<file path="src/design/core_pkg.sv">
package core_pkg;

	// bus word and address
	typedef logic [35:0] word_t;
	typedef logic [13:0] addr_t;	// 16k words per module
	typedef logic [3:0]  sel_t;	// module select code

	localparam int num_ports = 4;

	typedef logic [num_ports-1:0]         port_vec_t;	// one bit per processor port
	typedef logic [$clog2(num_ports)-1:0] port_idx_t;

	// phase lengths in clocks
	localparam int timer_w   = 4;
	localparam int t_ack     = 2;
	localparam int t_read    = 6;
	localparam int t_write   = 6;
	localparam int t_recover = 3;

	typedef enum logic [2:0] {
		IDLE,
		ACK,
		READ,
		STROBE,	// sense amplifier strobe
		WAIT_WR,	// waiting for the processor's write restart
		WRITE,
		RECOVER,
		STOPPED
	} cycle_state_t;

endpackage

</file>
<file path="src/design/cycle_timer.sv">
`timescale 1ns/100ps

module cycle_timer (
	input  logic                         clk,
	input  logic                         reset,
	input  logic                         load,
	input  logic [core_pkg::timer_w-1:0] count,
	output logic                         done
);
	import core_pkg::*;

	logic [timer_w-1:0] cnt;
	logic               run;

	// done falls in the last clock of a phase of count clocks
	assign done = run & (cnt == '0);

	always_ff @(posedge clk or posedge reset) begin
		if (reset) begin
			cnt <= '0;
			run <= 1'b0;
		end else if (load) begin
			cnt <= count - 1'b1;
			run <= 1'b1;
		end else if (run) begin
			if (cnt == '0) begin
				run <= 1'b0;
			end else begin
				cnt <= cnt - 1'b1;
			end
		end
	end

endmodule

</file>
<file path="config.mk">
export PLATFORM = sky130hd
export DESIGN_NAME = cycle_timer
export DESIGN_NICKNAME = d
export VERILOG_FILES = /design/src/design/core_pkg.sv /design/src/design/cycle_timer.sv
export SDC_FILE = /design/constraint.sdc
export NUM_CORES = 1
export LEC_CHECK = 0
export ABC_AREA = 1
export BUFFER_PORTS_ARGS = -buffer_cell sky130_fd_sc_hd__buf_2
export CORE_AREA = 5 5 42 44
export DETAILED_ROUTE_END_ITERATION = 12
export DIE_AREA = 0 0 47 49
export SLEW_MARGIN = 20
export SYNTH_ARGS = -nofsm -noshare
export SYNTH_HDL_FRONTEND = slang
export SYNTH_SLANG_ARGS = --single-unit
</file>
<file path="constraint.sdc">
create_clock -name clk -period 1.14 [get_ports clk]
set_input_delay 0.114 -clock clk [delete_from_list [all_inputs] [get_ports clk]]
set_output_delay 0.114 -clock clk [all_outputs]
set_load 0.02 [all_outputs]
</file>
==> impl_metrics.prom <==
# TYPE chip_impl_metric gauge
chip_impl_info{name="run_status",value="complete, but fails checks"} 1
chip_impl_info{name="violations",value="setup timing"} 1
chip_impl_metric{name="ir_drop",unit="mV"} 0.775
chip_impl_metric{name="postSynthRegisterBits",unit=""} 5
chip_impl_metric{name="final_hold_viol_count",unit=""} 0
chip_impl_metric{name="final_max_slew_viol_count",unit=""} 0
chip_impl_metric{name="worst_path_largest_cell_delay",unit="ns"} 0.38
chip_impl_metric{name="finalWeightedCongestion",unit=""} 0.801
chip_impl_info{name="post-synth-top-count-cell",value="sky130_fd_sc_hd__nand2_1"} 1
chip_impl_info{name="rsz0062_at_grt",value="true"} 1
chip_impl_metric{name="die_y",unit="microns"} 49
chip_impl_metric{name="final_layout_size_suffix_gt1_share",unit="%"} 34.4
chip_impl_metric{name="syn2layout_area_growth",unit="%"} 40.2
chip_impl_metric{name="placement_rows",unit=""} 14
chip_impl_metric{name="finalWorstSetupSlack",unit="ns"} -0.0262
chip_impl_metric{name="clock_tree.buffer_depth",unit=""} 2
chip_impl_metric{name="pre_cts_ws",unit="ns"} 0.00746
chip_impl_metric{name="worst-r2r-cell-count",unit=""} 6
chip_impl_metric{name="r2r_setup_slack",unit="ns"} 0.06
chip_impl_info{name="cts_tree",value="done"} 1
chip_impl_metric{name="grt_overflow_total",unit=""} 0
chip_impl_metric{name="fin_worst_skew",unit="ns"} 0.00116
chip_impl_metric{name="ant_nets",unit=""} 0
chip_impl_metric{name="yosysUniqueCellTypes",unit=""} 12
chip_impl_metric{name="globalRouteTotalUtil",unit="%"} 6.44
chip_impl_info{name="critPathKind",value="reg -> out"} 1
chip_impl_info{name="path_common_cell",value="sky130_fd_sc_hd__nor2_1"} 1
chip_impl_info{name="cts_root_buffer",value="sky130_fd_sc_hd__clkbuf_4"} 1
chip_impl_info{name="worst_flop_to_flop_path_endpoint",value="cnt[2]"} 1
chip_impl_metric{name="finalSetupViolCount",unit=""} 1
chip_impl_metric{name="worst-path-buf-inv",unit=""} 1
chip_impl_metric{name="antenna_found_initial",unit=""} 0
chip_impl_info{name="critical-path-slowest-cell",value="sky130_fd_sc_hd__dfrtp_1"} 1
chip_impl_metric{name="vias",unit=""} 324
chip_impl_metric{name="dp_cell_count",unit=""} 73
chip_impl_metric{name="final_nets",unit=""} 73
chip_impl_metric{name="initial_utilization",unit="%"} 23.3
chip_impl_metric{name="number_of_buffers_created_by_cts",unit=""} 3
chip_impl_metric{name="clock_sinks",unit=""} 5
chip_impl_metric{name="synth_edf_count",unit=""} 0
chip_impl_metric{name="post_layout_nonfiller_instances",unit=""} 80
chip_impl_metric{name="clk-insertion-delay-late",unit="ns"} 0.24
chip_impl_metric{name="static-leakage-power",unit="nW"} 0.266
chip_impl_metric{name="synth_sequential_area_ratio",unit="%"} 38.3
chip_impl_metric{name="detail_route.wl_per_cell",unit="microns"} 8.18
chip_impl_metric{name="drcViolationCount",unit=""} 0
chip_impl_metric{name="upper_clock_frequency_limit",unit="GHz"} 0.857
chip_impl_info{name="path_delay_family",value="flip-flops"} 1
chip_impl_metric{name="grt_max_degree",unit=""} 9
chip_impl_metric{name="port-buffer-count",unit=""} 7
chip_impl_info{name="dominantRegCellSynth",value="sky130_fd_sc_hd__dfrtp_1"} 1
chip_impl_info{name="timing.critical_path.to_type",value="output port"} 1
chip_impl_metric{name="first_pass_iters",unit=""} 4
chip_impl_metric{name="die-area",unit="sq mm"} 0.00230
chip_impl_metric{name="drt-initial-drc-count",unit=""} 6
chip_impl_metric{name="synth_top_area_share",unit="%"} 38.3
chip_impl_info{name="timing.hold.worst.start",value="load"} 1
chip_impl_info{name="critical_path.startpoint_type",value="register"} 1
chip_impl_metric{name="synth.yosys.warnings",unit=""} 0
chip_impl_metric{name="die_x",unit="microns"} 47
chip_impl_metric{name="critical_path_required",unit="ns"} 1.03
chip_impl_metric{name="top_level_ports",unit=""} 8
chip_impl_metric{name="totalWireLength",unit="microns"} 654
chip_impl_info{name="synth_top_cells_by_area",value="sky130_fd_sc_hd__dfrtp_1, sky130_fd_sc_hd__nand2_1, sky130_fd_sc_hd__inv_1"} 1
chip_impl_metric{name="whs_path_cells",unit=""} 4
chip_impl_info{name="worst_r2r_startpoint",value="cnt[1]"} 1
chip_impl_metric{name="drt-vias-per-instance",unit=""} 4.05
chip_impl_metric{name="worstPathMaxFanout",unit=""} 2
chip_impl_metric{name="syn-cell-area",unit="sq um"} 327
chip_impl_info{name="worstHoldPathType",value="in -> reg"} 1
chip_impl_metric{name="antenna_cells_inserted",unit=""} 0
chip_impl_metric{name="syn_nets",unit=""} 57
chip_impl_metric{name="clkTransAtPathRegs",unit="ns"} 0.04
chip_impl_metric{name="syn_inst",unit=""} 49
chip_impl_info{name="worst_hold_path.endpoint",value="cnt[3]"} 1
chip_impl_metric{name="power.total",unit="uW"} 889
chip_impl_metric{name="placedInstanceArea",unit="sq um"} 389
chip_impl_metric{name="grt_pass1_wl",unit="microns"} 1060
chip_impl_metric{name="finalCoreUtilization",unit="%"} 32.7
chip_impl_info{name="critical_path.cell_chain",value="nor2_1 -> nand3_1 -> nor2_1 -> buf_4"} 1
chip_impl_metric{name="synthArstFlopShare",unit="%"} 100
chip_impl_info{name="yosys.area.top_type",value="sky130_fd_sc_hd__dfrtp_1"} 1
chip_impl_metric{name="max_slew.worst_pin.slew",unit="ns"} 0.183
chip_impl_metric{name="via_count_of_the_first_global_routing_pass",unit=""} 259
chip_impl_metric{name="core_region_area",unit="sq mm"} 0.00140
chip_impl_metric{name="final_cell_area",unit="sq um"} 458
chip_impl_metric{name="synthesized_area_per_cell",unit="sq um"} 6.66
chip_impl_metric{name="worst_ep_arrival_time",unit="ns"} 1.05
chip_impl_metric{name="final_min_period_over_clock_period",unit="%"} 102
chip_impl_metric{name="ctsHtreeMaxLevel",unit=""} 1
chip_impl_metric{name="final.min_clock_period",unit="ns"} 1.17
chip_impl_metric{name="pwr_density_cell",unit="mW/mm^2"} 1940
chip_impl_metric{name="fillers",unit=""} 167
chip_impl_metric{name="max-slew-margin-rel",unit="%"} 87.8
chip_impl_metric{name="max_cap_violations",unit=""} 0
chip_impl_info{name="netlist_top_cells_count",value="sky130_fd_sc_hd__nand2_1, sky130_fd_sc_hd__inv_1, sky130_fd_sc_hd__nor2_1"} 1
## cell families after synthesis
family	synth area share (%)
flops	38.3
simple gates	40.2
buf+inv	10.3
fa+ha+maj	3.83
xor+xnor	2.68
compound gates	4.60
## worst min-delay path, delay by kind of cell
family | cells | cell delay (ns)
buffers and inverters | 2 | 0.23
and+or+nand+nor | 2 | 0.14
## how the worst max path moves through the flow
stage	start	to	slack (ns)	depth (start not counted)
floorplan	cnt[1]	cnt[2]	0.12	6
global placement	cnt[1]	cnt[2]	0.03	6
detailed placement	cnt[1]	cnt[2]	0.007	6
CTS	cnt[2]	done	-0.04	4
global route	cnt[2]	done	-0.09	4
finish	cnt[2]	done	-0.03	4
## cell type report
class	instances	area (sq um)	share of cell area, %
multi-input cells	35	183	39.9
flip-flops and latches	5	125	27.3
repair buffers	11	70.1	15.3
inverters	9	33.8	7.38
clock buffers	4	26.3	5.74
well taps	16	20.0	4.37
## flip-flops by register name (all words and copies together), names as in the netlist
| signal | count |
|---|---|
| run | 1 |
| cnt | 4 |
## routing by layer
layer,GRT usage (%),vias to the layer above,share of wire (%)
li1,-,177,-
met1,8.26,137,47
met2,8.14,10,43
met3,2.21,0,9.2
met4,5.53,0,0
met5,0,-,0
## through the flow
step	setup TNS, ns	hold slack, ns
6_report	-0.0262	0.292
5_1_grt	-0.0953	0.321
4_1_cts	-0.0415	0.286
3_5_place_dp	0	0.0181
3_3_place_gp	0	0.0154
2_1_floorplan	0	-0.107
## cells in the final DEF, fill, tap and decap left out, drive strengths merged
cell / synthesis / routed
ha: 1 / 1
o21ai: 1 / 1
xnor2: 1 / 1
a21oi: 2 / 2
nand3: 5 / 5
buf: 0 / 10
dlygate4sd3: 0 / 1
nor2: 8 / 8
inv: 9 / 9
dfrtp: 5 / 5
clkbuf: 0 / 4
nand2: 17 / 17
## repair_timing
action | 4_1_cts | 5_1_grt
resized for setup | 1 | 5
hold endpoints to repair | 5 | 0
hold buffers | 1 | 0
setup buffers | 1 | 1
endpoints found under the setup margin | 2 | 4
pin swaps | 1 | 2
## power breakdown
part           internal (mW)  switching, mW
registers              0.252         0.0482
clock network          0.132         0.0650
logic                  0.184          0.208
total                  0.567          0.322
(Power assumes the default switching activity.)
