**config.mk**
```make
export PLATFORM = sky130hd
export DESIGN_NAME = cycle_control
export DESIGN_NICKNAME = d
export VERILOG_FILES = /design/src/design/core_pkg.sv /design/src/design/cycle_control.sv
export SDC_FILE = /design/constraint.sdc
export NUM_CORES = 1
export LEC_CHECK = 0
export BUFFER_PORTS_ARGS = -buffer_cell sky130_fd_sc_hd__buf_2
export CAP_MARGIN = 20
export CELL_PAD_IN_SITES_DETAIL_PLACEMENT = 1
export CELL_PAD_IN_SITES_GLOBAL_PLACEMENT = 2
export CORE_ASPECT_RATIO = 0.75
export CORE_MARGIN = 2
export CORE_UTILIZATION = 23
export CTS_CLUSTER_DIAMETER = 60
export DETAILED_ROUTE_END_ITERATION = 8
export GPL_TIMING_DRIVEN = 0
export PLACE_DENSITY = 0.9
export SLEW_MARGIN = 20
export SYNTH_ARGS = -nofsm -noshare
export SYNTH_HDL_FRONTEND = slang
export SYNTH_SLANG_ARGS = --single-unit
```
**constraint.sdc**
```tcl
create_clock -name clk -period 1.6 [get_ports clk]
set_input_delay 0.24 -clock clk [delete_from_list [all_inputs] [get_ports clk]]
set_output_delay 0.24 -clock clk [all_outputs]
set_load 0.01 [all_outputs]
```
**src/design/core_pkg.sv**
```systemverilog
package core_pkg;

	// bus word and address
	typedef logic [35:0] word_t;
	typedef logic [13:0] addr_t;	// 16k words per module
	typedef logic [3:0]  sel_t;	// module select code

	localparam int num_ports = 4;

	typedef logic [num_ports-1:0]         port_vec_t;	// one bit per processor port
	typedef logic [$clog2(num_ports)-1:0] port_idx_t;

	// phase lengths in clocks
	localparam int timer_w   = 4;
	localparam int t_ack     = 2;
	localparam int t_read    = 6;
	localparam int t_write   = 6;
	localparam int t_recover = 3;

	typedef enum logic [2:0] {
		IDLE,
		ACK,
		READ,
		STROBE,	// sense amplifier strobe
		WAIT_WR,	// waiting for the processor's write restart
		WRITE,
		RECOVER,
		STOPPED
	} cycle_state_t;

endpackage

```
**src/design/cycle_control.sv**
```systemverilog
`timescale 1ns/100ps

module cycle_control (
	input  logic                         clk,
	input  logic                         reset,
	input  logic                         grant,
	input  core_pkg::port_vec_t          active,
	input  core_pkg::port_idx_t          active_port,
	input  core_pkg::port_vec_t          rd_rq,
	input  core_pkg::port_vec_t          wr_rq,
	input  core_pkg::port_vec_t          wr_rs,
	input  logic                         timer_done,
	input  logic                         sw_single_step,
	input  logic                         sw_restart,
	output logic                         await_rq,
	output logic                         release_cyc,
	output logic                         timer_load,
	output logic [core_pkg::timer_w-1:0] timer_count,
	output core_pkg::port_vec_t          addr_ack,
	output core_pkg::port_vec_t          rd_rs,
	output logic                         latch_addr,
	output logic                         strobe_sense,
	output logic                         capture_wr,
	output logic                         write_core,
	output logic                         restore
);
	import core_pkg::*;

	cycle_state_t state;
	cycle_state_t next;

	logic ack_q;	// first clock of ACK
	logic rd_rs_q;
	logic cyc_rd;
	logic cyc_wr;
	logic wr_seen;	// write restart already taken this cycle
	logic stop;
	logic restart_q;
	logic busy;
	logic wr_now;
	logic wr_go;
	logic restart_rise;

	assign busy         = (state != IDLE) && (state != STOPPED);
	assign wr_now       = wr_rs[active_port] & (|active);
	assign wr_go        = wr_seen | wr_now;
	assign restart_rise = sw_restart & ~restart_q;

	// processor may give its write restart any time after the acknowledge
	assign capture_wr = cyc_wr & wr_now & ~wr_seen & ~ack_q
		& (state inside {ACK, READ, STROBE, WAIT_WR});

	assign await_rq     = (state == IDLE);
	assign release_cyc  = (state == RECOVER) & timer_done;
	assign latch_addr   = ack_q;
	assign strobe_sense = (state == STROBE);
	assign write_core   = (state == WRITE) & timer_done;
	assign restore      = (state == WRITE) & ~cyc_wr;	// read only cycle puts the word back
	assign addr_ack     = active & {num_ports{ack_q}};
	assign rd_rs        = active & {num_ports{rd_rs_q}};

	always_comb begin
		next        = state;
		timer_load  = 1'b0;
		timer_count = timer_w'(t_ack);
		case (state)
			IDLE: begin
				if (grant) begin
					next       = ACK;
					timer_load = 1'b1;
				end
			end
			ACK: begin
				if (timer_done) begin
					next        = READ;
					timer_load  = 1'b1;
					timer_count = timer_w'(t_read);
				end
			end
			READ: begin
				if (timer_done) begin
					next = STROBE;
				end
			end
			STROBE: begin
				if (!cyc_wr || wr_seen) begin
					next        = WRITE;
					timer_load  = 1'b1;
					timer_count = timer_w'(t_write);
				end else begin
					next = WAIT_WR;
				end
			end
			WAIT_WR: begin
				if (wr_go) begin
					next        = WRITE;
					timer_load  = 1'b1;
					timer_count = timer_w'(t_write);
				end
			end
			WRITE: begin
				if (timer_done) begin
					next        = RECOVER;
					timer_load  = 1'b1;
					timer_count = timer_w'(t_recover);
				end
			end
			RECOVER: begin
				if (timer_done) begin
					next = (stop || sw_single_step) ? STOPPED : IDLE;
				end
			end
			STOPPED: begin
				if (restart_rise) begin
					next = IDLE;	// key restart
				end
			end
			default: next = IDLE;
		endcase
	end

	always_ff @(posedge clk or posedge reset) begin
		if (reset) begin
			state     <= IDLE;
			ack_q     <= 1'b0;
			rd_rs_q   <= 1'b0;
			cyc_rd    <= 1'b0;
			cyc_wr    <= 1'b0;
			wr_seen   <= 1'b0;
			stop      <= 1'b0;
			restart_q <= 1'b0;
		end else begin
			state     <= next;
			ack_q     <= (state == IDLE) & grant;
			rd_rs_q   <= (state == STROBE) & cyc_rd;	// sense is loaded by then
			restart_q <= sw_restart;
			if (ack_q) begin
				cyc_rd <= rd_rq[active_port];
				cyc_wr <= wr_rq[active_port];
			end
			if (grant) begin
				wr_seen <= 1'b0;
			end else if (capture_wr) begin
				wr_seen <= 1'b1;
			end
			if (grant) begin
				stop <= sw_single_step;
			end else if (busy && sw_single_step) begin
				stop <= 1'b1;
			end
		end
	end

endmodule

```
==> flow_summary_export.csv <==
group,metric,value,unit
cells_and_area,antenna_cells_inserted,0,
cells_and_area,final_layout_size_suffix_gt1_share,57.55,%
drt,routed_wl,3034,um
yosys,synth_cell_types,35,
setup_path,critical-path-max-stage-delay,0.50,ns
die,die_y_extent,53.97,um
yosys,post_synthesis_net_count,109,
sta,worst_slack,-0.07039,ns
job,cap_violations,0,
drt,dr_total_vias,855,
place,port_buffers,41,
sta,min_period_over_period,104.4,%
worst_hold_path,hold_class,"primary input to async pin",
setup_path,crit_path_cell_chain,"buf_8, mux4_2, nor2b_4, nor3b_4, o41ai_2, buf_2",
cells_and_area,area_delta_synth_final,64.22,%
sta,skew,0.005238,ns
setup_path,regToRegSetupSlack,0.15,ns
global_route,track_usage,17.72,%
clock_tree,root_buffer,"sky130_fd_sc_hd__clkbuf_8",
drt,drc,0,
setup_path,cp_max_delay_cell,"sky130_fd_sc_hd__mux4_2",
sta,finalHoldWorstSlack,-0.01056,ns
clock_tree,worstSkewPairLatency,0.24,ns
global_route,pin_count_of_the_biggest_net_entering_global_routing,11,
die,placeableCoreArea,0.003243,mm2
die,floorplan.die.width,70.63,um
yosys,ys_seq_elements,10,
pwr,power.ir.vdd_worst,0.4542,mV
clock_tree,cts.sinks,10,
setup_path,worst_ep_required_time,1.36,ns
pwr,post-layout-total-power,2012,uW
setup_path,crit_path_end_kind,"primary output",
cells_and_area,final_cell_area,0.001257,mm2
place,post_dp_cell_area,0.001021,mm2
setup_path,worst-setup-path-type,"primary input to primary output",
run_status,outcome,"complete, but fails checks",
setup_path,r2r.worst_path.cells,5,
run_status,failing_checks,"hold timing, setup timing",
yosys,sequential_area_share_after_synthesis,32.68,%
pwr,p_leak,0.0006602,uW
cells_and_area,final_nets,165,
die,floorplan.io_pins,44,
setup_path,beginning_of_the_worst_register_to_register_path,"state[2]",
sta,min_period,1.670,ns
drt,vias_per_inst,4.777,
sta,report.final.setup_viol,3,
place,place_congestion,0.7636,
yosys,synthTopCellsByCount,"sky130_fd_sc_hd__and2_1 (10), sky130_fd_sc_hd__dfrtp_1 (10), sky130_fd_sc_hd__nor2_1 (7)",
cells_and_area,final_core_util,38.77,%
global_route,first_pass_grt_wire_length,4919,um
drt,drt-pass1-iter-count,4,
yosys,async_reset_ff_share,100.0,%
yosys,netlist_top_cells_area,"sky130_fd_sc_hd__dfrtp_1 (33%), sky130_fd_sc_hd__and2_1 (8.2%), sky130_fd_sc_hd__mux4_1 (6.9%), sky130_fd_sc_hd__nor2_1 (3.4%), sky130_fd_sc_hd__buf_4 (2.9%)",
global_route,globalRoute.totalOverflow,0,
global_route,grt_antenna_before_repair,0,
yosys,synth-edff-count,0,
sta,final_hold_viol_count,10,
yosys,synthDominantCellAreaShare,32.68,%
clock_tree,cts.clk_slew.worst_paths,0.05,ns
place,dp_worst_setup_slack,-0.2950,ns
clock_tree,numCtsBuffers,3,
clock_tree,cts-htree-levels,1,
sta,slew_violations,0,
setup_path,cell_family_with_the_largest_share_of_critical_path_delay,"multiplexers",
yosys,syn_avg_cell_area,9.009,um2
clock_tree,tritoncts,"yes",
yosys,netlist.top_cell.by_area,"sky130_fd_sc_hd__dfrtp_1",
sta,timing.fmax,598.7,MHz
setup_path,rr_endpoint,"state[0]",
setup_path,critical_path.startpoint_type,"primary input",
yosys,post_synth_instance_area,765.7,um2
pwr,power.density,1600,mW/mm2
die,rows,18,
die,fp.dieArea,0.003812,mm2
drt,detailedRoute.firstIterationViolations,35,
yosys,yosys_warnings,0,
drt,antenna_violating_nets_left,0,
sta,grt_setup_unrepaired,"true",
drt,wire_per_inst,16.95,um
setup_path,critPathBufInv,2,
yosys,synth_cells,85,
global_route,grt_pass1_vias,917,
yosys,yosys_most_used_dff,"sky130_fd_sc_hd__dfrtp_1",
setup_path,critical_path_peak_fanout,2,
place,detailedPlacementHpwl,2180,um
setup_path,cp_data_arrival_time,1.43,ns
die,effective_utilization_at_floorplan,23.61,%
clock_tree,clockBufferDepth,2,
what timing repair did:
item                                   CTS  global route
pin swaps                                3             4
gates resized for setup                 23             9
setup buffers                            8             4
hold buffers                             0             0
endpoints found under the hold margin    0             0
setup endpoints to repair                9             6
how the worst max path moves through the flow:
| stage | startpoint | endpoint | depth (start not counted) |
|---|---|---|---|
| after floorplan | state[1] | timer_load | 3 |
| after global placement | active_port[0] | timer_load | 6 |
| after detailed placement | active_port[0] | timer_load | 6 |
| after CTS | active_port[0] | timer_load | 6 |
| after global routing | state[2] | timer_load | 5 |
| final | active_port[0] | timer_load | 6 |
kinds of logic (layout without fill, tap and decap cells):
| family | Yosys count | in the layout | synth area share (%) |
|---|---|---|---|
| and+or+nand+nor | 41 | 41 | 30.23 |
| AOI/OAI and AO/OA | 16 | 16 | 15.69 |
| DFF | 10 | 10 | 32.68 |
| buffers and inverters | 10 | 64 | 6.372 |
| muxes | 6 | 6 | 14.05 |
| other | 2 | 2 | 0.9808 |
cell usage in the layout (no fill, tap or decap), types with 2 or more instances in the layout:
cell,Yosys,final
sky130_fd_sc_hd__a21o_1,2,2
sky130_fd_sc_hd__a21oi_1,3,3
sky130_fd_sc_hd__and2_1,10,10
sky130_fd_sc_hd__buf_2,0,39
sky130_fd_sc_hd__buf_4,3,13
sky130_fd_sc_hd__buf_6,0,3
sky130_fd_sc_hd__buf_8,0,2
sky130_fd_sc_hd__clkbuf_8,0,3
sky130_fd_sc_hd__conb_1,2,2
sky130_fd_sc_hd__dfrtp_1,10,7
sky130_fd_sc_hd__dfrtp_2,0,3
sky130_fd_sc_hd__inv_1,3,3
sky130_fd_sc_hd__mux2_2,2,2
sky130_fd_sc_hd__mux4_1,2,2
sky130_fd_sc_hd__nand2_1,6,5
sky130_fd_sc_hd__nand2b_4,0,2
sky130_fd_sc_hd__nand3_1,3,3
sky130_fd_sc_hd__nand3b_1,2,2
sky130_fd_sc_hd__nor2_1,7,7
sky130_fd_sc_hd__nor2b_4,0,2
sky130_fd_sc_hd__o21ai_0,2,2
flip-flops by register name, indices dropped and copies added (netlist names):
| signal | cells |
|---|---|
| restart_q | 1 |
| state | 3 |
| latch_addr | 1 |
| rd_rs_q | 1 |
| cyc_wr | 1 |
| cyc_rd | 1 |
| wr_seen | 1 |
| stop | 1 |
power by group:
group	internal [uW]	total, uW	switching [uW]
Sequential	354	494	140
Clock	165	269	103
Combinational	677	1250	573
stage by stage:
step,hold slack (ns),TNS [ns],cells
2_1_floorplan,0.08018,0,85
3_3_place_gp,0.2428,-0.4547,166
3_5_place_dp,0.2605,-0.6413,166
4_1_cts,0.001479,-0.2445,176
5_1_grt,0.03962,-0.3222,179
6_report,-0.01056,-0.1705,179
per-layer routing:
layer  wire length, um  GRT usage [%]  vias up
met3               104          2.809        6
li1                  -              -      406
met4                59          6.604        0
met1              1273          20.78      424
met2              1596          33.49       19
met5                 0              0        -
final cells by class:
class | instances | area, um2
Clock buffer | 3 | 41.29
Buffer | 5 | 42.54
Inverter | 3 | 11.26
Tap cell | 40 | 50.05
Multi-Input combinational cell | 65 | 539.3
Sequential cell | 10 | 254.0
Timing Repair Buffer | 53 | 319.1
Fill cell | 416 | 1986
No activity file was read; power rests on OpenSTA's default activity.
