**src/design/core_pkg.sv**
```systemverilog
package core_pkg;

	// bus word and address
	typedef logic [35:0] word_t;
	typedef logic [13:0] addr_t;	// 16k words per module
	typedef logic [3:0]  sel_t;	// module select code

	localparam int num_ports = 4;

	typedef logic [num_ports-1:0]         port_vec_t;	// one bit per processor port
	typedef logic [$clog2(num_ports)-1:0] port_idx_t;

	// phase lengths in clocks
	localparam int timer_w   = 4;
	localparam int t_ack     = 2;
	localparam int t_read    = 6;
	localparam int t_write   = 6;
	localparam int t_recover = 3;

	typedef enum logic [2:0] {
		IDLE,
		ACK,
		READ,
		STROBE,	// sense amplifier strobe
		WAIT_WR,	// waiting for the processor's write restart
		WRITE,
		RECOVER,
		STOPPED
	} cycle_state_t;

endpackage

```
**src/design/port_arbiter.sv**
```systemverilog
`timescale 1ns/100ps

module port_arbiter (
	input  logic                                     clk,
	input  logic                                     reset,
	input  core_pkg::port_vec_t                      rq_cyc,
	input  core_pkg::port_vec_t                      fmc_select,
	input  core_pkg::sel_t [core_pkg::num_ports-1:0] sel,
	input  core_pkg::sel_t                           my_sel,
	input  logic                                     await_rq,
	input  logic                                     release_cyc,
	output logic                                     grant,
	output core_pkg::port_vec_t                      active,
	output core_pkg::port_idx_t                      active_port
);
	import core_pkg::*;

	port_vec_t qual;
	port_idx_t pick_idx;
	logic      last3;	// set when port 3 was served last
	logic      take;

	always_comb begin
		for (int i = 0; i < num_ports; i++) begin
			qual[i] = rq_cyc[i] & ~fmc_select[i] & (sel[i] == my_sel);
		end
	end

	// 0 beats everyone, 1 beats 2 and 3, then 2 and 3 take turns
	always_comb begin
		if (qual[0]) begin
			pick_idx = 2'd0;
		end else if (qual[1]) begin
			pick_idx = 2'd1;
		end else if (qual[2] && (!qual[3] || last3)) begin
			pick_idx = 2'd2;
		end else begin
			pick_idx = 2'd3;
		end
	end

	// only one pick per memory cycle
	assign take = await_rq & ~(|active) & (|qual);

	always_ff @(posedge clk or posedge reset) begin
		if (reset) begin
			grant       <= 1'b0;
			active      <= '0;
			active_port <= '0;
			last3       <= 1'b0;
		end else begin
			grant <= take;
			if (take) begin
				active      <= port_vec_t'(1) << pick_idx;
				active_port <= pick_idx;
				if (pick_idx[1]) begin
					last3 <= pick_idx[0];	// remember which of 2/3 went
				end
			end else if (release_cyc) begin
				active <= '0;
			end
		end
	end

endmodule

```
**config.mk**
```make
export PLATFORM = sky130hd
export DESIGN_NAME = port_arbiter
export DESIGN_NICKNAME = d
export VERILOG_FILES = /design/src/design/core_pkg.sv /design/src/design/port_arbiter.sv
export SDC_FILE = /design/constraint.sdc
export NUM_CORES = 1
export LEC_CHECK = 0
export BUFFER_PORTS_ARGS = -buffer_cell sky130_fd_sc_hd__buf_2
export CAP_MARGIN = 10
export CORE_MARGIN = 4
export CORE_UTILIZATION = 43
export DETAILED_ROUTE_END_ITERATION = 12
export HOLD_SLACK_MARGIN = 0.1
export PLACE_DENSITY = 0.83
export SYNTH_ARGS = -nofsm -noshare
export SYNTH_HDL_FRONTEND = slang
export SYNTH_SLANG_ARGS = --single-unit
```
**constraint.sdc**
```tcl
create_clock -name clk -period 3.75 [get_ports clk]
set_clock_uncertainty 0.15 [all_clocks]
set_input_delay 0.75 -clock clk [delete_from_list [all_inputs] [get_ports clk]]
set_output_delay 0.75 -clock clk [all_outputs]
set_load 0.005 [all_outputs]
```
==> flow_summary_export.csv, run 1 <==
group,metric,value,unit
synthesis,yosysSeqAreaShare,33.3,%
sta,slew_headroom,59.0,%
clocking,cts_setup_buffers,0,
die,io_pins,39,
clocking,path_clk_slew,0.05,ns
global_route,grt_antenna_before_repair,0,
critical_path,crit_chain,"buf_2 > inv_2 > a222oi_1 > nand3b_1 > nor4b_2 > a22o_1",
sta,post-route-period-util,54.5,%
critical_path,slowest_delay,0.38,ns
die,die_y,45.4,um
sta,rsz0062_at_grt,"no",
detailed_routing,wirelength,1.75,mm
sta,worst_pin_slew,0.609,ns
layout,nets,138,
clocking,cts.sinks,8,
clocking,htreeDepth,1,
layout,diodes,0,
global_route,grt_max_degree,9,
synthesis,ys_warn_count,0,
synthesis,syn_avg_cell_area,9.55,um2
global_route,grt_pass1_wl,2.75,mm
synthesis,synthCells,63,
layout,drive_gt1_share,45.2,%
pwr,ir_drop,0.000200,V
status,run_status,"complete, no violations",
flow_run,max-cap-violations,0,
die,core_area,1320,um2
pwr,finalPower,0.238,mW
placement,place.gp.congestion,0.804,
synthesis,synth_cell_types,33,
hold_path,hp-class,"in -> async",
synthesis,netlist_area,602,um2
clocking,clk_latency,0.25,ns
layout,areaGrowthSynthToFinish,38.5,%
layout,final_common_cell,"buf_2",
sta,finalCriticalPeriod,2.04,ns
critical_path,critPathMaxFanout,5,
clocking,ctsResizeCount,0,
critical_path,required,3.79,ns
die,initial_core_util,45.7,%
critical_path,crit_path_start_kind,"input port",
die,num_rows,13,
sta,drv_slew,0,
clocking,clk_path_buf_depth,2,
pwr,pwr_density_cell,285,nW/um2
synthesis,synth_edf_count,0,
clocking,root_buffer,"clkbuf_4",
detailed_routing,remaining_drc_errors,0,
synthesis,syn-num-nets,95,
synthesis,synth-seq-cells,8,
die,die_w,45.4,um
clocking,cts_tree,"yes",
placement,hpwl,1.46,mm
sta,finalHoldViolCount,0,
detailed_routing,antenna_left,0,
synthesis,synthArstFlopShare,100,%
global_route,grt.total_usage,18.4,%
critical_path,cp-end-kind,"flop",
critical_path,crit_slowest_cell,"nor4b_2",
detailed_routing,via_per_inst,5.63,
global_route,grt-ovfl-total,0,
sta,max_freq,0.489,GHz
global_route,first_global_vias,646,
pwr,p_leak,0.470,nW
placement,numPortBuffers,38,
sta,final-setup-viol-count,0,
detailed_routing,drt_iter0_drc,26,
detailed_routing,wire_per_inst,14.7,um
critical_path,crit_type,"in -> reg",
critical_path,critPathArrivalTime,2.08,ns
clocking,cts_hold_buf,0,
die,dieArea,2060,um2
sta,fin_setup_tns,0,ns
layout,layout_common_cells,"buf_2, inv_1, dfrtp_1, xnor2_1",
synthesis,synthFlopType,"dfrtp_1",
detailed_routing,dr.pass1.iters,4,
detailed_routing,vias,670,
clocking,cts_inserted_buffers,3,
==> path summary, 6_finish.rpt <==
kind	startpoint	end	slack, ns	depth (start not counted)
min in group clk	active[0]	active[0]	0.39	1
setup reg to reg	active[3]	active[3]	1.92	4
hold reg to reg	active[0]	active[0]	0.39	1
setup / recovery	my_sel[0]	active[3]	1.71	6
hold / removal	reset	active_port[0]	0.29	2
max in group asynchronous	reset	active[1]	2.93	2
==> cell usage after synthesis, types with 2 or more instances <==
library cell,instances,share of area [%]
inv_2,3,1.9
inv_1,10,6.2
nand4b_1,2,2.9
dfrtp_1,8,33
o2bb2ai_1,2,2.9
nand2_1,2,1.2
o22ai_1,2,2.1
xor2_1,3,4.4
a2bb2oi_1,2,2.9
a222oi_1,3,5.0
xnor2_1,4,5.8
==> where the power goes <==
group	switching, mW	internal, mW
Sequential	0.00667	0.0967
Clock	0.0282	0.0365
Combinational	0.0317	0.0379
==> sequential cells by signal (all words and copies together), names as in the netlist <==
signal,flops
active,4
last3,1
active_port,2
grant,1
==> cell type report <==
type / count / area [um2]
fill: 119 / 484
multi-input combinational: 42 / 353
sequential: 8 / 200
timing repair buffer: 38 / 190
inverter: 13 / 48.8
clock buffer: 3 / 22.5
tap: 15 / 18.8
==> worst max-delay path, delay by kind of cell <==
family | cells | cell delay [ns]
AO/OA/AOI/OAI | 2 | 0.48
AND/OR/NAND/NOR | 2 | 0.64
buffers and inverters | 2 | 0.21
==> per-stage QoR <==
step	util [%]	cells	hold slack (ns)	setup WS [ns]	cell area, um2
2_1_floorplan	-	63	0.354	1.77	602
3_3_place_gp	61.5	116	0.363	1.51	811
4_1_cts	63.2	119	0.287	1.73	833
6_report	63.2	119	0.287	1.71	833
5_1_grt	63.2	119	0.306	1.61	833
3_5_place_dp	61.5	116	0.370	1.47	811
==> layer usage <==
layer | track usage (%) | vias to the layer above | wire length [um]
met1 | 22.2 | 316 | 713
li1 | - | 332 | -
met2 | 31.5 | 22 | 957
met4 | 3.51 | 0 | 0
met3 | 6.32 | 0 | 81
met5 | 0 | - | 0
==> logic make-up (layout without fill, tap and decap cells) <==
| group | after synthesis | in the layout | synth area share, % |
|---|---|---|---|
| buffers and inverters | 13 | 54 | 8.11 |
| AND/OR/NAND/NOR | 15 | 15 | 19.5 |
| multiplexers | 1 | 1 | 1.87 |
| AO/OA/AOI/OAI | 19 | 19 | 27.0 |
| flip-flops | 8 | 8 | 33.3 |
| XOR/XNOR | 7 | 7 | 10.2 |
(Power assumes the default switching activity.)
==> inputs of run 2 (changes only) <==
Settings changed: CORE_UTILIZATION 43 to 40, PLACE_DENSITY 0.83 to 0.78.
Clock period 3.75 ns to 1.95 ns, I/O delays scaled along.
==> flow_summary_export.csv, run 2 (synthesized netlist as in run 1, its figures left out) <==
group,metric,value,unit
layout,drive_gt1_share,45.8,%
critical_path,crit_chain,"nand2b_1 > or4_1 > nor4b_2 > a22o_1",
critical_path,rr_worst_depth,4,
layout,nets,141,
die,core_area,1370,um2
critical_path,crit_path_start_kind,"flop",
sta,post-route-period-util,91.3,%
die,num_rows,13,
placement,pre_cts_slack,0.0471,ns
hold_path,hold_start,"release_cyc",
detailed_routing,wl_met1,654,um
sta,final-setup-viol-count,0,
detailed_routing,vias,660,
clocking,cts_setup_buffers,0,
pwr,finalPower,0.455,mW
detailed_routing,wl_met3,93,um
flow_run,max-cap-violations,0,
detailed_routing,remaining_drc_errors,0,
global_route,grt_antenna_before_repair,0,
critical_path,regToRegEndpoint,"active[3]",
critical_path,cp-end-kind,"flop",
global_route,first_global_vias,598,
layout,reg.largest.list,"active: 4 flops, active_port: 2 flops",
layout,layout_common_cells,"buf_2, inv_1, dfrtp_1, xnor2_1",
clocking,ctsResizeCount,0,
layout,nFillCells,124,
clocking,cts_inserted_buffers,3,
detailed_routing,wirelength,1.57,mm
sta,slew_headroom,72.5,%
detailed_routing,antenna_left,0,
sta,finalHoldViolCount,0,
sta,worst_pin_slew,0.408,ns
clocking,htreeDepth,1,
die,io_pins,39,
detailed_routing,via_per_inst,5.41,
die,dieArea,2190,um2
global_route,grt_max_degree,9,
global_route,grt.total_usage,16.3,%
detailed_routing,maxUsedRoutingLayer,"met4",
hold_path,hp-class,"in -> reg",
detailed_routing,dr.pass1.iters,4,
critical_path,required,1.99,ns
status,run_status,"complete, no violations",
hold_path,hold_depth,3,
detailed_routing,drt_iter0_drc,21,
placement,place.gp.congestion,0.795,
clocking,clk_latency,0.25,ns
detailed_routing,dr_wl_met2,797,um
critical_path,crit_type,"reg -> reg",
hold_path,min_to,"active[0]",
clocking,cts.sinks,8,
layout,diodes,0,
clocking,cts_tree,"yes",
critical_path,critPathMaxFanout,5,
placement,numPortBuffers,38,
die,die_w,46.8,um
clocking,cts_hold_buf,1,
global_route,grt_pass1_wl,2.50,mm
global_route,grt-ovfl-total,0,
clocking,root_buffer,"clkbuf_4",
sta,finalCriticalPeriod,1.78,ns
detailed_routing,wire_per_inst,12.9,um
die,initial_core_util,44.0,%
layout,regMostFlops,"active",
placement,hpwl,1.41,mm
sta,rsz0062_at_grt,"no",
sta,max_freq,0.562,GHz
critical_path,regToRegStartpoint,"active[3]",
layout,largest_reg_flops,4,
pwr,ir_drop,0.000236,V
pwr,pwr_density_cell,530,nW/um2
sta,fin_setup_tns,0,ns
critical_path,critPathArrivalTime,1.82,ns
critical_path,slowest_delay,0.51,ns
layout,final_common_cell,"buf_2",
clocking,clk_path_buf_depth,2,
pwr,p_leak,0.483,nW
sta,setup_slack,0.170,ns
clocking,path_clk_slew,0.05,ns
die,die_y,46.8,um
sta,drv_slew,0,
sta,hold_ws,0.301,ns
layout,areaGrowthSynthToFinish,42.6,%
critical_path,crit_slowest_cell,"or4_1",
critical_path,ff2ff_setup_slack,0.17,ns
==> run 2: cell count changes in the layout (fill, tap and decap cells not counted) <==
cell,change
buf_4,+2
dlygate4sd3_1,+1
==> run 2: worst max-delay path by stage <==
stage / endpoint / startpoint / cells past startpoint / slack [ns]
2_1_floorplan: last3 / active[3] / 4 / 0.26
3_3_place_gp: active_port[0] / my_sel[2] / 6 / 0.11
3_5_place_dp: active_port[0] / my_sel[2] / 6 / 0.05
4_1_cts: active[3] / active[3] / 4 / 0.17
5_1_grt: last3 / active[3] / 4 / 0.08
6_report: active[3] / active[3] / 4 / 0.17
==> run 2: layer usage <==
| layer | vias to the layer above | track usage, % |
|---|---|---|
| met5 | - | 0 |
| met4 | 0 | 6.63 |
| met3 | 4 | 5.75 |
| met2 | 15 | 25.7 |
| met1 | 303 | 20.2 |
| li1 | 338 | - |
==> run 2: final cells by class <==
type / count / area (um2) / share of cell area, %
Multi-Input combinational cell: 42 / 353 / 41.1
Timing Repair Buffer: 41 / 215 / 25.1
Sequential cell: 8 / 200 / 23.3
Inverter: 13 / 48.8 / 5.69
Clock buffer: 3 / 22.5 / 2.62
Tap cell: 15 / 18.8 / 2.19
==> run 2: where the power goes <==
| group | total [mW] | leakage (nW) | switching, mW | internal (mW) |
|---|---|---|---|---|
| clock network | 0.120 | 0.0138 | 0.0497 | 0.0699 |
| registers | 0.198 | 0.108 | 0.0122 | 0.186 |
| logic | 0.137 | 0.362 | 0.0600 | 0.0767 |
| total | 0.455 | 0.483 | 0.122 | 0.333 |
==> run 2: worst max-delay path, delay by kind of cell (launching register included) <==
| family | cells | cell delay, ns |
|---|---|---|
| flip-flops | 1 | 0.37 |
| AO/OA/AOI/OAI | 1 | 0.17 |
| AND/OR/NAND/NOR | 3 | 1.02 |
==> run 2: per-stage QoR <==
stage,util (%),area (um2),cells
2_1_floorplan,-,602,63
3_3_place_gp,60.4,826,118
3_5_place_dp,60.4,826,118
4_1_cts,62.8,858,122
5_1_grt,62.8,858,122
6_report,62.8,858,122
==> inputs of run 3 (changes only) <==
Settings changed: CORE_MARGIN 4 to 1.5, PLACE_DENSITY 0.78 to 0.76.
==> flow_summary_export.csv, run 3 (synthesized netlist as in run 1, its figures left out) <==
group,metric,value,unit
global_route,grt_antenna_before_repair,0,
global_route,grt_pass1_wl,3.01,mm
die,die_w,41.8,um
critical_path,slowest_delay,0.62,ns
clocking,root_buffer,"clkbuf_4",
clocking,cts_inserted_buffers,3,
clocking,cts.sinks,8,
die,dieArea,1750,um2
sta,finalCriticalPeriod,1.77,ns
sta,drv_slew,0,
pwr,finalPower,0.466,mW
hold_path,hold_start,"release_cyc",
hold_path,min_to,"active[0]",
critical_path,crit_chain,"or4_1 > nor4b_2 > o22a_1",
critical_path,crit_slowest_cell,"or4_1",
critical_path,regToRegEndpoint,"last3",
die,io_pins,39,
detailed_routing,vias,676,
clocking,cts_tree,"yes",
pwr,pwr_density_cell,543,nW/um2
detailed_routing,dr.pass1.iters,4,
critical_path,rr_worst_depth,3,
clocking,clk_latency,0.26,ns
layout,final_common_cell,"buf_2",
die,die_y,41.8,um
detailed_routing,remaining_drc_errors,0,
critical_path,crit_path_start_kind,"flop",
pwr,ir_drop,0.000339,V
sta,setup_slack,0.183,ns
global_route,grt-ovfl-total,0,
critical_path,crit_type,"reg -> reg",
detailed_routing,wire_per_inst,13.6,um
layout,diodes,0,
detailed_routing,wirelength,1.66,mm
critical_path,regToRegStartpoint,"active[0]",
placement,hpwl,1.36,mm
placement,numPortBuffers,38,
status,run_status,"complete, no violations",
layout,stdcell_count,122,
layout,ff_latch_area,200,um2
hold_path,hp-class,"in -> reg",
placement,dpl_cell_area,826,um2
sta,max_freq,0.566,GHz
detailed_routing,via_per_inst,5.54,
sta,worst_pin_slew,0.372,ns
sta,fin_setup_tns,0,ns
sta,final-setup-viol-count,0,
sta,hold_ws,0.292,ns
clocking,ctsResizeCount,0,
sta,post-route-period-util,90.6,%
layout,drive_gt1_share,45.8,%
placement,place.gp.congestion,0.832,
global_route,grt_max_degree,9,
sta,finalHoldViolCount,0,
flow_run,max-cap-violations,0,
layout,layout_common_cells,"buf_2, inv_1, dfrtp_1, xnor2_1",
critical_path,critPathMaxFanout,4,
critical_path,required,1.99,ns
clocking,clk_path_buf_depth,2,
critical_path,cp-end-kind,"flop",
die,core_area,1350,um2
layout,nets,141,
layout,fin_util,63.6,%
layout,areaGrowthSynthToFinish,42.6,%
layout,design_area,858,um2
critical_path,critPathArrivalTime,1.81,ns
placement,pre_cts_slack,0.0480,ns
die,initial_core_util,44.6,%
layout,largest_reg_flops,4,
die,num_rows,13,
sta,rsz0062_at_grt,"no",
global_route,grt.total_usage,22.6,%
detailed_routing,drt_iter0_drc,37,
clocking,htreeDepth,1,
layout,nFillCells,120,
clocking,path_clk_slew,0.05,ns
placement,dp_cells,118,
critical_path,ff2ff_setup_slack,0.18,ns
layout,regMostFlops,"active",
detailed_routing,antenna_left,0,
sta,slew_headroom,75.0,%
hold_path,hold_depth,3,
layout,multi_input_area,353,um2
global_route,first_global_vias,710,
layout,reg.largest.list,"active: 4 flops, active_port: 2 flops",
pwr,p_leak,0.484,nW
[run 3: cell counts in the layout (fill, tap and decap cells not counted)]
Identical to the previous run, type by type.
[run 3: layout make-up]
cell class | count | area share, %
multi-input combinational | 42 | 41.1
timing repair buffer | 41 | 25.1
sequential | 8 | 23.3
inverter | 13 | 5.69
clock buffer | 3 | 2.62
tap | 15 | 2.19
[run 3: routing by layer]
layer / share of wire, % / GRT usage (%) / up-vias
met4: 0.96 / 7.10 / 0
met5: 0 / 0 / -
met1: 43 / 27.9 / 312
met2: 49 / 36.3 / 24
li1: - / - / 336
met3: 6.7 / 8.70 / 4
[run 3: timing repair]
item | CTS | global route
hold buffers | 1 | 0
endpoints found under the setup margin | 0 | 0
setup buffers | 0 | 0
endpoints found under the hold margin | 8 | 0
[run 3: power by group]
group          switching, mW  leakage (nW)  total [mW]  internal (mW)
registers             0.0123         0.108       0.198          0.186
logic                 0.0630         0.363       0.141         0.0784
clock network         0.0561        0.0138       0.126         0.0704
total                  0.131         0.484       0.466          0.335
[run 3: worst max-delay path by stage]
stage                                end  slack, ns       from
after global routing      active_port[1]       0.09  active[3]
after detailed placement           last3       0.05  my_sel[0]
after global placement             last3       0.09  my_sel[0]
after CTS                          last3       0.18  active[0]
final                              last3       0.18  active[0]
after floorplan                    last3       0.26  active[3]
[run 3: critical path: cells and delay by family (launching register included)]
family	cells	cell delay, ns
compound gates	1	0.17
flops	1	0.41
simple gates	2	0.98
